## config.mk

```make
export PLATFORM = sky130hd
export DESIGN_NAME = decode_top
export DESIGN_NICKNAME = d
export VERILOG_FILES = /design/src/rtl/decode_pkg.sv /design/src/rtl/fetch_fifo.sv /design/src/rtl/instr_decoder.sv /design/src/rtl/decode_top.sv
export SDC_FILE = /design/constraint.sdc
export NUM_CORES = 1
export LEC_CHECK = 0
export ABC_AREA = 0
export ABC_CLOCK_PERIOD_IN_PS = 8700
export CORE_AREA = 3 3 185 187
export CTS_CLUSTER_DIAMETER = 50
export DETAILED_ROUTE_END_ITERATION = 8
export DIE_AREA = 0 0 188 190
export DONT_BUFFER_PORTS = 1
export PLACE_DENSITY = 0.68
export SLEW_MARGIN = 40
export SYNTH_ARGS = -nofsm -noshare
export SYNTH_HDL_FRONTEND = slang
export SYNTH_SLANG_ARGS = --single-unit
```

## constraint.sdc

```tcl
create_clock -name clk_i -period 8.7 [get_ports clk_i]
set_input_delay 0.87 -clock clk_i [delete_from_list [all_inputs] [get_ports clk_i]]
set_output_delay 0.87 -clock clk_i [all_outputs]
set_load 0.03 [all_outputs]
```

## src/rtl/decode_pkg.sv

```systemverilog
package decode_pkg;

    // ------------------------------
    // Widths and counts
    // ------------------------------
    localparam int NUM_SLOTS   = 4;
    localparam int INSTR_W     = 32;
    localparam int XLEN        = 32;
    localparam int BUNDLE_W    = NUM_SLOTS * INSTR_W;
    localparam int QUEUE_DEPTH = 2;

    // Queue pointers wrap naturally, so depth stays a power of two
    localparam int PTR_W = (QUEUE_DEPTH > 1) ? $clog2(QUEUE_DEPTH) : 1;
    localparam int CNT_W = $clog2(QUEUE_DEPTH + 1);

    // Byte offset of a slot inside the 16-byte aligned bundle
    localparam int SLOT_OFFSET_SHIFT = 2;
    localparam int BUNDLE_OFFSET_W   = SLOT_OFFSET_SHIFT + $clog2(NUM_SLOTS);

    // ------------------------------
    // Types
    // ------------------------------
    typedef logic [INSTR_W-1:0]         instr_t;
    typedef logic [XLEN-1:0]            pc_t;
    typedef logic [BUNDLE_W-1:0]        bundle_t;
    typedef logic [NUM_SLOTS-1:0]       lane_mask_t;
    typedef logic [7:0]                 decode_flags_t;
    typedef logic [6:0]                 opcode_t;
    typedef logic [6:0]                 funct7_t;
    typedef logic [PTR_W-1:0]           qptr_t;
    typedef logic [CNT_W-1:0]           qcount_t;
    typedef logic [BUNDLE_OFFSET_W-1:0] byte_off_t;

    // Bit positions within decode_flags_t
    localparam int FLAG_RD_VALID = 0;
    localparam int FLAG_CSR      = 1;
    localparam int FLAG_DIV      = 2;
    localparam int FLAG_MUL      = 3;
    localparam int FLAG_BRANCH   = 4;
    localparam int FLAG_LSU      = 5;
    localparam int FLAG_EXEC     = 6;
    localparam int FLAG_INVALID  = 7;

    // ------------------------------
    // RV32IM major opcodes
    // ------------------------------
    localparam opcode_t OPC_LOAD     = 7'b0000011;
    localparam opcode_t OPC_STORE    = 7'b0100011;
    localparam opcode_t OPC_OP_IMM   = 7'b0010011;
    localparam opcode_t OPC_OP       = 7'b0110011;
    localparam opcode_t OPC_LUI      = 7'b0110111;
    localparam opcode_t OPC_AUIPC    = 7'b0010111;
    localparam opcode_t OPC_BRANCH   = 7'b1100011;
    localparam opcode_t OPC_JAL      = 7'b1101111;
    localparam opcode_t OPC_JALR     = 7'b1100111;
    localparam opcode_t OPC_SYSTEM   = 7'b1110011;
    localparam opcode_t OPC_MISC_MEM = 7'b0001111;

    // funct7 values seen on register-register ops
    localparam funct7_t FUNCT7_BASE   = 7'b0000000;
    localparam funct7_t FUNCT7_ALT    = 7'b0100000;
    localparam funct7_t FUNCT7_MULDIV = 7'b0000001;

endpackage

```

## src/rtl/fetch_fifo.sv

```systemverilog
`timescale 1ns/100ps

module fetch_fifo (
    input  logic                                          clk_i,
    input  logic                                          rst_i,

    input  logic                                          flush_i,

    // Fetch side
    input  logic                                          push_i,
    input  decode_pkg::bundle_t                           bundle_i,
    input  decode_pkg::pc_t                               pc_i,
    input  decode_pkg::lane_mask_t                        lane_mask_i,
    input  logic                                          fault_fetch_i,
    input  logic                                          fault_page_i,
    output logic                                          accept_o,

    // Issue side, one entry per slot
    input  decode_pkg::lane_mask_t                        pop_i,
    output decode_pkg::lane_mask_t                        valid_o,
    output decode_pkg::instr_t [decode_pkg::NUM_SLOTS-1:0] instr_o,
    output decode_pkg::pc_t    [decode_pkg::NUM_SLOTS-1:0] pc_o,
    output decode_pkg::lane_mask_t                        fault_fetch_o,
    output decode_pkg::lane_mask_t                        fault_page_o
);

    // ------------------------------
    // Storage
    // ------------------------------
    // Payload of each entry
    decode_pkg::bundle_t    bundle_q      [decode_pkg::QUEUE_DEPTH];
    decode_pkg::pc_t        pc_q          [decode_pkg::QUEUE_DEPTH];
    logic                   fault_fetch_q [decode_pkg::QUEUE_DEPTH];
    logic                   fault_page_q  [decode_pkg::QUEUE_DEPTH];

    // Slots still waiting to be taken, per entry
    decode_pkg::lane_mask_t slot_vld_q    [decode_pkg::QUEUE_DEPTH];

    decode_pkg::qptr_t      rd_ptr_q;
    decode_pkg::qptr_t      wr_ptr_q;
    decode_pkg::qcount_t    count_q;

    logic                   push_w;
    logic                   head_present_w;
    logic                   head_done_w;
    decode_pkg::lane_mask_t pop_w;
    logic                   entry_fault_w;

    // ------------------------------
    // Handshake
    // ------------------------------
    assign accept_o       = (count_q != decode_pkg::qcount_t'(decode_pkg::QUEUE_DEPTH));
    assign push_w         = push_i & accept_o;
    assign head_present_w = (count_q != '0);

    // Retired entries are left with an all-zero mask, so no count gating here
    assign valid_o        = slot_vld_q[rd_ptr_q];
    assign pop_w          = pop_i & valid_o;

    // Head retires once every slot is taken now or was never pending
    assign head_done_w    = head_present_w & (&(pop_w | ~valid_o));

    assign entry_fault_w  = fault_fetch_i | fault_page_i;

    // ------------------------------
    // Payload write
    // ------------------------------
    always_ff @(posedge clk_i) begin
        if (push_w && !flush_i) begin
            // Faulted fetch carries no usable instruction bits
            bundle_q[wr_ptr_q]      <= entry_fault_w ? '0 : bundle_i;
            pc_q[wr_ptr_q]          <= pc_i;
            fault_fetch_q[wr_ptr_q] <= fault_fetch_i;
            fault_page_q[wr_ptr_q]  <= fault_page_i;
        end
    end

    // ------------------------------
    // Pointers, count, slot valids
    // ------------------------------
    always_ff @(posedge clk_i or posedge rst_i) begin
        if (rst_i) begin
            rd_ptr_q <= '0;
            wr_ptr_q <= '0;
            count_q  <= '0;
            for (int e = 0; e < decode_pkg::QUEUE_DEPTH; e++) begin
                slot_vld_q[e] <= '0;
            end
        end else if (flush_i) begin
            // Branch redirect drops everything, including a push on this edge
            rd_ptr_q <= '0;
            wr_ptr_q <= '0;
            count_q  <= '0;
            for (int e = 0; e < decode_pkg::QUEUE_DEPTH; e++) begin
                slot_vld_q[e] <= '0;
            end
        end else begin
            // Per-slot pops on the head entry
            if (head_present_w) begin
                slot_vld_q[rd_ptr_q] <= slot_vld_q[rd_ptr_q] & ~pop_w;
            end

            // Write pointer never equals a live head here
            if (push_w) begin
                slot_vld_q[wr_ptr_q] <= lane_mask_i;
                wr_ptr_q             <= wr_ptr_q + decode_pkg::qptr_t'(1);
            end

            if (head_done_w) begin
                rd_ptr_q <= rd_ptr_q + decode_pkg::qptr_t'(1);
            end

            if (push_w && !head_done_w) begin
                count_q <= count_q + decode_pkg::qcount_t'(1);
            end else if (!push_w && head_done_w) begin
                count_q <= count_q - decode_pkg::qcount_t'(1);
            end
        end
    end

    // ------------------------------
    // Head slot fan-out
    // ------------------------------
    always_comb begin
        for (int k = 0; k < decode_pkg::NUM_SLOTS; k++) begin
            instr_o[k] = bundle_q[rd_ptr_q][k*decode_pkg::INSTR_W +: decode_pkg::INSTR_W];

            // Slot PC is the aligned bundle PC plus the slot byte offset
            pc_o[k] = {pc_q[rd_ptr_q][decode_pkg::XLEN-1:decode_pkg::BUNDLE_OFFSET_W],
                       decode_pkg::byte_off_t'(k << decode_pkg::SLOT_OFFSET_SHIFT)};

            fault_fetch_o[k] = fault_fetch_q[rd_ptr_q];
            fault_page_o[k]  = fault_page_q[rd_ptr_q];
        end
    end

    // ------------------------------
    // Checks
    // ------------------------------
    a_count_bound: assert property (
        @(posedge clk_i) disable iff (rst_i)
        count_q <= decode_pkg::qcount_t'(decode_pkg::QUEUE_DEPTH)
    );

    // Empty queue must leave no stale slot bits behind
    a_empty_quiet: assert property (
        @(posedge clk_i) disable iff (rst_i)
        (count_q == '0) |-> (valid_o == '0)
    );

endmodule

```

## src/rtl/instr_decoder.sv

```systemverilog
`timescale 1ns/100ps

module instr_decoder (
    input  logic                      valid_i,
    input  logic                      fault_i,
    input  decode_pkg::instr_t        instr_i,
    output decode_pkg::decode_flags_t flags_o
);

    // ------------------------------
    // Instruction fields
    // ------------------------------
    decode_pkg::opcode_t       opcode;
    logic [2:0]                funct3;
    decode_pkg::funct7_t       funct7;
    decode_pkg::decode_flags_t class_flags;

    assign opcode = instr_i[6:0];
    assign funct3 = instr_i[14:12];
    assign funct7 = instr_i[31:25];

    // ------------------------------
    // Classification
    // ------------------------------
    always_comb begin
        class_flags = '0;

        case (opcode)
            decode_pkg::OPC_LOAD: begin
                class_flags[decode_pkg::FLAG_LSU]      = 1'b1;
                class_flags[decode_pkg::FLAG_RD_VALID] = 1'b1;
            end

            decode_pkg::OPC_STORE: begin
                class_flags[decode_pkg::FLAG_LSU] = 1'b1;
            end

            decode_pkg::OPC_OP_IMM,
            decode_pkg::OPC_LUI,
            decode_pkg::OPC_AUIPC: begin
                class_flags[decode_pkg::FLAG_EXEC]     = 1'b1;
                class_flags[decode_pkg::FLAG_RD_VALID] = 1'b1;
            end

            // Fences go down the ALU path as a no-op
            decode_pkg::OPC_MISC_MEM: begin
                class_flags[decode_pkg::FLAG_EXEC] = 1'b1;
            end

            decode_pkg::OPC_OP: begin
                if (funct7 == decode_pkg::FUNCT7_BASE || funct7 == decode_pkg::FUNCT7_ALT) begin
                    class_flags[decode_pkg::FLAG_EXEC]     = 1'b1;
                    class_flags[decode_pkg::FLAG_RD_VALID] = 1'b1;
                end else if (funct7 == decode_pkg::FUNCT7_MULDIV) begin
                    // funct3[2] splits MUL* from DIV/REM
                    if (funct3[2]) begin
                        class_flags[decode_pkg::FLAG_DIV] = 1'b1;
                    end else begin
                        class_flags[decode_pkg::FLAG_MUL] = 1'b1;
                    end
                    class_flags[decode_pkg::FLAG_RD_VALID] = 1'b1;
                end else begin
                    class_flags[decode_pkg::FLAG_INVALID] = 1'b1;
                end
            end

            decode_pkg::OPC_BRANCH: begin
                class_flags[decode_pkg::FLAG_BRANCH] = 1'b1;
            end

            // Jumps write the link register
            decode_pkg::OPC_JAL,
            decode_pkg::OPC_JALR: begin
                class_flags[decode_pkg::FLAG_BRANCH]   = 1'b1;
                class_flags[decode_pkg::FLAG_RD_VALID] = 1'b1;
            end

            decode_pkg::OPC_SYSTEM: begin
                class_flags[decode_pkg::FLAG_CSR] = 1'b1;
                // ECALL, EBREAK, MRET and friends have funct3 zero and no rd
                if (funct3 != 3'b000) begin
                    class_flags[decode_pkg::FLAG_RD_VALID] = 1'b1;
                end
            end

            default: begin
                class_flags[decode_pkg::FLAG_INVALID] = 1'b1;
            end
        endcase

        // One execution class per word, rd_valid aside
        a_one_class: assert ($onehot0(class_flags[decode_pkg::FLAG_INVALID:decode_pkg::FLAG_CSR]));
    end

    // Empty or faulted slots raise nothing
    assign flags_o = (valid_i && !fault_i) ? class_flags : '0;

endmodule

```

## src/rtl/decode_top.sv

```systemverilog
`timescale 1ns/100ps

module decode_top (
    input  logic                                                 clk_i,
    input  logic                                                 rst_i,

    // Fetch bundle in
    input  logic                                                 fetch_valid_i,
    input  decode_pkg::bundle_t                                  fetch_bundle_i,
    input  decode_pkg::pc_t                                      fetch_pc_i,
    input  decode_pkg::lane_mask_t                               fetch_lane_mask_i,
    input  logic                                                 fetch_fault_fetch_i,
    input  logic                                                 fetch_fault_page_i,

    // Redirect
    input  logic                                                 branch_request_i,

    // Per-slot accept from issue
    input  decode_pkg::lane_mask_t                               slot_accept_i,

    output logic                                                 fetch_accept_o,

    // Per-slot outputs to issue
    output decode_pkg::lane_mask_t                               slot_valid_o,
    output decode_pkg::instr_t        [decode_pkg::NUM_SLOTS-1:0] slot_instr_o,
    output decode_pkg::pc_t           [decode_pkg::NUM_SLOTS-1:0] slot_pc_o,
    output decode_pkg::lane_mask_t                               slot_fault_fetch_o,
    output decode_pkg::lane_mask_t                               slot_fault_page_o,
    output decode_pkg::decode_flags_t [decode_pkg::NUM_SLOTS-1:0] slot_flags_o
);

    // ------------------------------
    // Bundle queue
    // ------------------------------
    fetch_fifo u_fifo (
        .clk_i         (clk_i),
        .rst_i         (rst_i),

        .flush_i       (branch_request_i),

        .push_i        (fetch_valid_i),
        .bundle_i      (fetch_bundle_i),
        .pc_i          (fetch_pc_i),
        .lane_mask_i   (fetch_lane_mask_i),
        .fault_fetch_i (fetch_fault_fetch_i),
        .fault_page_i  (fetch_fault_page_i),
        .accept_o      (fetch_accept_o),

        .pop_i         (slot_accept_i),
        .valid_o       (slot_valid_o),
        .instr_o       (slot_instr_o),
        .pc_o          (slot_pc_o),
        .fault_fetch_o (slot_fault_fetch_o),
        .fault_page_o  (slot_fault_page_o)
    );

    // ------------------------------
    // Decoders, one per slot
    // ------------------------------
    // Decode sits after the queue, so flags follow the head combinationally
    for (genvar k = 0; k < decode_pkg::NUM_SLOTS; k++) begin : g_slot
        instr_decoder u_dec (
            .valid_i (slot_valid_o[k]),
            .fault_i (slot_fault_fetch_o[k] | slot_fault_page_o[k]),
            .instr_i (slot_instr_o[k]),
            .flags_o (slot_flags_o[k])
        );
    end

    // ------------------------------
    // Checks
    // ------------------------------
    // A redirect leaves the queue empty and ready for the new path
    a_flush_ready: assert property (
        @(posedge clk_i) disable iff (rst_i)
        branch_request_i |=> (fetch_accept_o && slot_valid_o == '0)
    );

endmodule

```

==> results of run 1 <==
path summary, 6_finish.rpt:
check / start / endpoint / slack (ns)
worst max-delay path: u_fifo.rd_ptr_q / slot_flags_o[18] / 3.82
worst min-delay path: rst_i / u_fifo.slot_vld_q[5] / 0.26
worst max register to register: u_fifo.count_q[0] / u_fifo.bundle_q[0][98] / 5.38
min in group clk_i: branch_request_i / u_fifo.count_q[1] / 0.41
max in group asynchronous: rst_i / u_fifo.rd_ptr_q / 8.07
worst min register to register: u_fifo.slot_vld_q[5] / u_fifo.slot_vld_q[5] / 0.53
area by class of cell:
class	instances	area, um^2
clock buffers	50	1020
flip-flops and latches	328	9790
inverters	23	86.3
well taps	442	553
fillers	2818	16700
clock inverters	19	200
multi-input cells	541	4140
repair buffers	18	159
diodes	9	22.5
per-stage QoR:
step | hold slack (ns) | cell area, um^2
after global placement | 0.510 | 14700
final | 0.263 | 16000
after CTS | 0.254 | 15900
after floorplan | 0.502 | 15000
after detailed placement | 0.522 | 14700
after global routing | 0.283 | 16000
cell usage in the layout (no fill, tap or decap), drive strengths merged, types with 3 or more instances in the layout:
cell,Yosys,routed
a21o,3,3
a21oi,22,22
a22oi,3,3
a31oi,8,8
and2,129,129
and4b,3,3
buf,131,18
bufinv,0,3
clkbuf,20,50
clkinv,0,11
conb,2,16
dfrtp,12,12
diode,0,9
edfxtp,316,316
inv,23,27
mux2,144,144
mux2i,17,17
nand2,44,44
nand2b,4,4
nand3,21,21
nand3b,5,5
nand4,6,6
nand4b,4,4
nor2,31,31
nor2b,6,6
nor3,19,19
nor4,7,7
nor4b,4,4
o2111ai,3,3
o21ai,7,7
or2,3,3
or4,3,3
power by group:
part           internal [mW]  switching, mW  total [mW]  leakage [nW]
clock                  0.922          0.605        1.53         0.590
sequential              1.83         0.0494        1.88          3.10
combinational          0.252          0.867        1.12          1.63
registers in the layout (all words and copies together), names as in the netlist:
| name | cells |
|---|---|
| u_fifo.bundle_q | 256 |
| u_fifo.pc_q | 56 |
| u_fifo.rd_ptr_q | 1 |
| u_fifo.slot_vld_q | 8 |
| u_fifo.fault_fetch_q | 2 |
| u_fifo.count_q | 2 |
| u_fifo.fault_page_q | 2 |
| u_fifo.wr_ptr_q | 1 |
cells by family (layout without fill, tap and decap cells):
family	after synthesis	after routing	share of synthesized area [%]
AO/OA/AOI/OAI	62	62	2.84
XOR/XNOR	3	3	0.176
buffers and inverters	174	110	7.60
flip-flops	328	328	65.5
multiplexers	161	161	12.2
other	2	25	0.0502
AND/OR/NAND/NOR	299	299	11.7
routing by layer:
metal / up-vias / global-route usage [%] / part of all wire [%] / wire length, um
met5: - / 0 / 0.20 / 64
met4: 10 / 5.77 / 2.7 / 884
met3: 78 / 7.48 / 10 / 3260
met2: 361 / 29.9 / 50 / 16200
met1: 3797 / 19.6 / 37 / 11900
li1: 3505 / - / - / -
==> results.yml, run 1 <==
cts:
  clock_latency_ns: 0.51
  cts.sinks: 328
  cts.repair.resized: 0
  post_cts_buffers: 0
  clkTransAtPathRegs_ns: 0.06
  cts_tree: "built"
  cts_hold_buf: 0
  htree_levels: 2
  cts.path.max_buffers: 3
  cts-root-buf: "clkbuf_16"
  cts_buffers: 38
finish:
  area_delta_synth_final_pct: 6.75
  fin_cells: 1430
  fin_nets: 1124
  fin_util_pct: 48.9
  drive_gt1_share_pct: 24.3
logic_synthesis:
  synth_area_per_cell_um2: 14.5
  syn_area_mm2: 0.0150
  ys_seq_area_share_pct: 65.5
  yosys.area.top_type: "edfxtp_1"
  synth-async-reset-ratio_pct: 3.66
  synth_edf_count: 316
  ys_seq_elements: 328
  yosysWarningCount: 0
  synthTopCellsByArea: "edfxtp_1, mux2_2, buf_4, and2_1, dfrtp_1"
  synth_most_common_cell: "edfxtp_1"
  ys_types: 64
  syn_inst: 1029
  synth-main-ff-cell: "edfxtp_1"
  synth_common_cells: "edfxtp_1, mux2_2, and2_1"
  synth_top_area_share_pct: 63.4
sta:
  max_freq_ghz: 0.205
  skew_ns: 0.0180
  tightest_slew_ns: 0.870
  hold_violations: 0
  slew_headroom_pct: 42.2
  setup_slack_ns: 3.82
  rsz0062_at_grt: "no"
  min_period_ns: 4.88
  setup_tns_ns: 0
  setup_viol: 0
  drv_slew: 0
  finalCritPeriodShare_pct: 56.1
floorplanning:
  die_h_um: 190
  coreArea_mm2: 0.0326
  std_cell_rows: 66
  io_pins: 475
  start_util_pct: 45.9
  die_area_mm2: 0.0357
  die_w_um: 188
detailed_routing:
  via_count: 7751
  vias_per_cell: 5.42
  first_pass_iters: 4
  drc_errors: 0
  wl_per_cell_um: 22.6
  routed_wl_um: 32300
  ant_nets: 0
  first_iter_violations: 339
setup_path:
  path_max_fanout: 68
  critPathArrivalTime_ns: 4.01
  worst-path-stages: 7
  end_kind: "output pin"
  path_buf_inv: 2
  crit_slowest_cell: "dfrtp_4"
  max_stage_delay_ns: 0.82
  worstRegToRegCells: 6
  cp.required_ns: 7.83
  path_cells: "buf_6 > mux2i_1 > inv_1 > nand2_1 > nor4_4 > or4b_1 > nor2b_1"
  critPathTopFamily: "simple AND/OR/NAND/NOR gates"
  start_kind: "register"
  critical_path_class: "reg2out"
place:
  dp_hpwl_um: 22200
  place_ws_ns: 4.09
  placed_cells: 1351
  gp_congestion: 0.867
  numPortBuffers: 0
power_and_ir_drop:
  vdd_drop_max_mv: 0.195
  p_leak_nw: 5.32
  power-per-cell-area_mw_per_mm2: 284
  total_power_mw: 4.53
global_route:
  first_global_vias: 8130
  antenna_found_initial: 16
  grt_pass1_wl_um: 48400
  grtUsageTotal_pct: 17.4
  grt_max_degree: 69
  grt_overflow_total: 0
run_status:
  status: "finished, final reports clean"
hold_path:
  hp-class: "in2async"
flow_run:
  drv_cap: 0
Note: power is estimated with default switching activity, not from simulation.
==> inputs of run 2 (changes only) <==
Settings changed: ABC_CLOCK_PERIOD_IN_PS 8700 to 4000.
Clock period 8.7 ns to 4 ns, I/O delays scaled along.
==> run 2 against run 1 <==
- sequential share of layout area is 1.9 points lower
- sequential cell count stayed put
- worst setup slack worse by 3.6 ns
- total power grew 120%
- register-to-register slack got worse by 4.0 ns
- clock power is 120% higher
- via count is 3.0% higher
- count of clock-buffer cells in the layout is 6 lower
- sequential power grew 120%
==> results.yml, run 2 (synthesized netlist as in run 1, its figures left out) <==
sta:
  drv_slew: 0
  tightest_slew_ns: 0.799
  hold_violations: 0
  slew_headroom_pct: 46.5
  max_freq_ghz: 0.266
  whs_ns: 0.0312
  setup_viol: 0
  min_period_ns: 3.75
  setup_tns_ns: 0
  skew_ns: 0.0131
  rsz0062_at_grt: "no"
  finalCritPeriodShare_pct: 93.8
cts:
  cts_tree: "built"
  cts.sinks: 328
  cts_buffers: 39
  cts.path.max_buffers: 3
  clock_latency_ns: 0.52
  clkTransAtPathRegs_ns: 0.06
  htree_levels: 2
  cts-root-buf: "clkbuf_16"
finish:
  drive_gt1_share_pct: 24.8
  reg.largest.list: "u_fifo.bundle_q (256), u_fifo.pc_q (56), u_fifo.slot_vld_q (8)"
  fin_cells: 1476
  final_common_cell: "edfxtp_1"
  largest_reg_flops: 256
  largest-register: "u_fifo.bundle_q"
  area_delta_synth_final_pct: 10.2
  final_cell_mix: "edfxtp_1, mux2_2, and2_1"
  fin_util_pct: 50.5
  fin_nets: 1176
setup_path:
  critPathArrivalTime_ns: 3.35
  path_cells: "buf_12 > buf_6 > mux2_4 > nor4_4 > or4b_1 > nor2b_1 > buf_4"
  startpoint: "u_fifo.rd_ptr_q"
  start_kind: "register"
  max_stage_delay_ns: 0.61
  critical_path_class: "reg2out"
  r2r-start: "u_fifo.count_q[0]"
  r2r_end: "u_fifo.bundle_q[0][98]"
  worstRegToRegCells: 5
  path_buf_inv: 3
  crit_end: "slot_flags_o[18]"
  worst-path-stages: 7
  end_kind: "output pin"
  critPathTopFamily: "simple AND/OR/NAND/NOR gates"
  path_max_fanout: 56
  crit_slowest_cell: "dfrtp_4"
  cp.required_ns: 3.60
  rrSetupSlack_ns: 1.39
global_route:
  grt_pass1_wl_um: 48800
  grt_use_met2_pct: 29.9
  grt_overflow_total: 0
  grt_max_degree: 99
  use_met1_pct: 19.9
  use_met3_pct: 7.39
  first_global_vias: 8259
  antenna_found_initial: 10
  grt_most_used_layer: "met2"
  grtUsageTotal_pct: 17.5
place:
  gp_congestion: 0.890
  placed_cells: 1366
  dp_hpwl_um: 22300
  numPortBuffers: 0
detailed_routing:
  first_iter_violations: 351
  first_pass_iters: 5
  vias_per_cell: 5.41
  drc_errors: 0
  wl_per_cell_um: 22.0
  via_count: 7986
  ant_nets: 0
  routed_wl_um: 32500
floorplanning:
  std_cell_rows: 66
  die_area_mm2: 0.0357
  coreArea_mm2: 0.0326
  start_util_pct: 45.9
  die_w_um: 188
  die_h_um: 190
  io_pins: 475
hold_path:
  hp-class: "in2reg"
  hp-start: "fetch_valid_i"
  hold_depth: 2
power_and_ir_drop:
  p_leak_nw: 5.57
  power-per-cell-area_mw_per_mm2: 602
  vdd_drop_max_mv: 0.526
flow_run:
  drv_cap: 0
run_status:
  status: "finished, final reports clean"
run 2: cell types whose count changed in the layout (fill, tap and decap cells not counted), sizes merged, moves of 3 or more:
cell,previous run,this run
diode,9,3
clkinvlp,1,4
clkbuf,50,44
clkinv,11,15
dlygate4sd3,0,37
buf,18,32
run 2: area by class of cell:
class	instances	area, um^2
timing repair buffer	69	689
multi-input combinational	541	4120
antenna	3	7.51
tap	442	553
clock inverter	26	238
inverter	23	86.3
clock buffer	44	995
sequential	328	9790
fill	2744	16100
run 2: timing repair:
item                                   4_1_cts  5_1_grt
hold buffers                                37        0
resized for setup                            0        2
endpoints found under the hold margin       84        0
buffers inserted                             0        0
setup endpoints to repair                    0        3
run 2: power by group:
part / leakage, nW / internal [mW] / switching, mW
Clock: 0.598 / 1.95 / 1.38
Sequential: 3.10 / 3.99 / 0.0836
Combinational: 1.87 / 0.593 / 1.93
Total: 5.57 / 6.54 / 3.39
run 2: how the worst min path moves through the flow:
stage,end,slack [ns]
after floorplan,u_fifo.count_q[0],0.26
after global placement,u_fifo.slot_vld_q[0],0.32
after detailed placement,u_fifo.slot_vld_q[4],0.33
after CTS,u_fifo.slot_vld_q[3],0.007
after global routing,u_fifo.slot_vld_q[0],0.02
final,u_fifo.slot_vld_q[0],0.03
run 2: metal layers:
metal	up-vias	wire [um]	share of wire, %
met5	-	76	0.23
met4	12	971	3.0
met3	71	3330	10
met2	395	16300	50
met1	3895	11900	37
li1	3613	-	-
run 2: worst register-to-register path, stage by stage, from the launching register on:
cell and delay [ns]:
dfrtp_1 0.40, nand2b_1 0.52, nand2_1 0.21, or2_2 0.40, nor2_4 0.19, buf_12 0.37
run 2: metrics by stage:
stage / setup WS (ns) / power (mW) / area (um^2)
CTS: 0.124 / 10.0 / 16500
floorplan: 0.0136 / 6.58 / 15000
detailed placement: 0.702 / 6.64 / 14900
finish: 0.246 / 9.93 / 16500
global route: 0.0588 / 10.3 / 16500
global placement: 0.695 / 6.61 / 14900
==> inputs of run 3 (changes only) <==
Settings changed: ABC_CLOCK_PERIOD_IN_PS 4000 to 4100, CORE_AREA 3 3 185 187 to 3 3 182 184, DIE_AREA 0 0 188 190 to 0 0 185 187.
Clock period 4 ns to 4.1 ns, I/O delays scaled along.
==> run 3 against run 2 <==
- worst setup slack better by 0.074 ns
- sequential cell count stayed put
- count of clock-buffer cells in the layout is 3 higher
- cell area is 0.34% lower
- critical endpoint is now slot_flags_o[27]
- clock power is 4% lower
- clock skew is 0.0098 ns higher
- first-iteration DRC count is 8.5% higher
==> results.yml, run 3 (synthesized netlist as in run 1, its figures left out) <==
global_route:
  grt_overflow_total: 0
  antenna_found_initial: 13
  grt_max_degree: 99
  grtUsageTotal_pct: 18.2
  grt_pass1_wl_um: 48800
  first_global_vias: 8366
detailed_routing:
  first_iter_violations: 381
  routed_wl_um: 33200
  wl_per_cell_um: 23.1
  first_pass_iters: 4
  drc_errors: 0
  via_count: 8016
  ant_nets: 0
  vias_per_cell: 5.57
sta:
  slew_headroom_pct: 43.7
  rsz0062_at_grt: "no"
  finalCritPeriodShare_pct: 92.2
  setup_slack_ns: 0.320
  skew_ns: 0.0229
  whs_ns: 0.0270
  min_period_ns: 3.78
  setup_tns_ns: 0
  max_freq_ghz: 0.265
  setup_viol: 0
  drv_slew: 0
  hold_violations: 0
  tightest_slew_ns: 0.841
finish:
  area_delta_synth_final_pct: 9.82
  fin_util_pct: 52.1
  fin_nets: 1178
  fin_area_mm2: 0.0164
  final_common_cell: "edfxtp_1"
  largest-register: "u_fifo.bundle_q"
  reg.largest.list: "u_fifo.bundle_q (256), u_fifo.pc_q (56), u_fifo.slot_vld_q (8)"
  drive_gt1_share_pct: 25.0
  final_cell_mix: "edfxtp_1, mux2_2, and2_1"
  fin_cells: 1440
  largest_reg_flops: 256
setup_path:
  path_cells: "buf_12 > o32ai_2 > nand2_1 > nand4b_1 > nor2_1"
  end_kind: "output pin"
  crit_slowest_cell: "o32ai_2"
  critical_path_class: "reg2out"
  path_max_fanout: 22
  cp.required_ns: 3.69
  start_kind: "register"
  max_stage_delay_ns: 0.74
  path_buf_inv: 1
  critPathArrivalTime_ns: 3.37
  critPathTopFamily: "simple AND/OR/NAND/NOR gates"
cts:
  cts-root-buf: "clkbuf_16"
  clock_latency_ns: 0.51
  cts_buffers: 40
  cts.path.max_buffers: 3
  cts_tree: "built"
  htree_levels: 2
  cts.repair.resized: 0
  clkTransAtPathRegs_ns: 0.06
  cts.sinks: 328
power_and_ir_drop:
  vdd_drop_max_mv: 0.383
  p_leak_nw: 5.58
  power-per-cell-area_mw_per_mm2: 589
  total_power_mw: 9.68
run_status:
  status: "finished, final reports clean"
place:
  dp_hpwl_um: 22900
  gp_congestion: 0.819
  placed_area_mm2: 0.0148
  place_ws_ns: 0.713
  numPortBuffers: 0
  placed_cells: 1331
floorplanning:
  io_pins: 475
  std_cell_rows: 65
  die_area_mm2: 0.0346
  die_h_um: 187
  die_w_um: 185
  start_util_pct: 47.4
  coreArea_mm2: 0.0316
hold_path:
  hp-class: "in2reg"
flow_run:
  drv_cap: 0
## run 3: cell types whose count changed in the layout (fill, tap and decap cells not counted), sizes merged
cell	change
buf	+6
diode	+5
dlygate4sd3	-5
clkbuf	+3
inv	-2
bufinv	-1
clkinv	-1
clkinvlp	-1
## run 3: repair_timing
item | in CTS | in global routing
hold buffers | 32 | 0
hold endpoints to repair | 84 | 0
setup endpoints to repair | 0 | 1
setup buffers | 0 | 1
## run 3: worst paths after layout
| path | start | end | slack [ns] | depth (start not counted) |
|---|---|---|---|---|
| setup reg to reg | u_fifo.count_q[0] | u_fifo.bundle_q[0][73] | 1.48 | 5 |
| setup / recovery | u_fifo.rd_ptr_q | slot_flags_o[27] | 0.32 | 5 |
| hold reg to reg | u_fifo.slot_vld_q[6] | u_fifo.slot_vld_q[6] | 0.54 | 2 |
| min in group asynchronous | rst_i | u_fifo.slot_vld_q[1] | 0.36 | 2 |
| hold / removal | fetch_lane_mask_i[2] | u_fifo.slot_vld_q[6] | 0.03 | 2 |
| max in group asynchronous | rst_i | u_fifo.rd_ptr_q | 3.38 | 2 |
## run 3: layout make-up
type | count | area (um^2)
Fill cell | 2589 | 15100
Sequential cell | 328 | 9790
Multi-Input combinational cell | 541 | 4110
Clock buffer | 47 | 1050
Timing Repair Buffer | 70 | 693
Tap cell | 402 | 503
Clock inverter | 21 | 178
Inverter | 23 | 86.3
Antenna cell | 8 | 20.0
## run 3: power breakdown
group | internal, mW | switching, mW | leakage [nW] | total (mW)
sequential | 3.89 | 0.0922 | 3.10 | 3.98
combinational | 0.592 | 1.88 | 1.89 | 2.47
clock | 1.90 | 1.32 | 0.590 | 3.22
total | 6.39 | 3.29 | 5.58 | 9.68
## run 3: worst register-to-register path, stage by stage (launching register included)
cell,delay [ns]
dfrtp_1,0.41
nand2b_1,0.53
nand2_1,0.22
or2_2,0.40
nor2_4,0.24
buf_12,0.34
## run 3: layer usage
metal / vias to the layer above / GRT usage, % / routed length, um
met5: - / 0 / 31
met4: 6 / 5.11 / 715
met3: 58 / 7.80 / 3430
met2: 376 / 32.2 / 17100
met1: 3961 / 19.8 / 12000
li1: 3615 / - / -
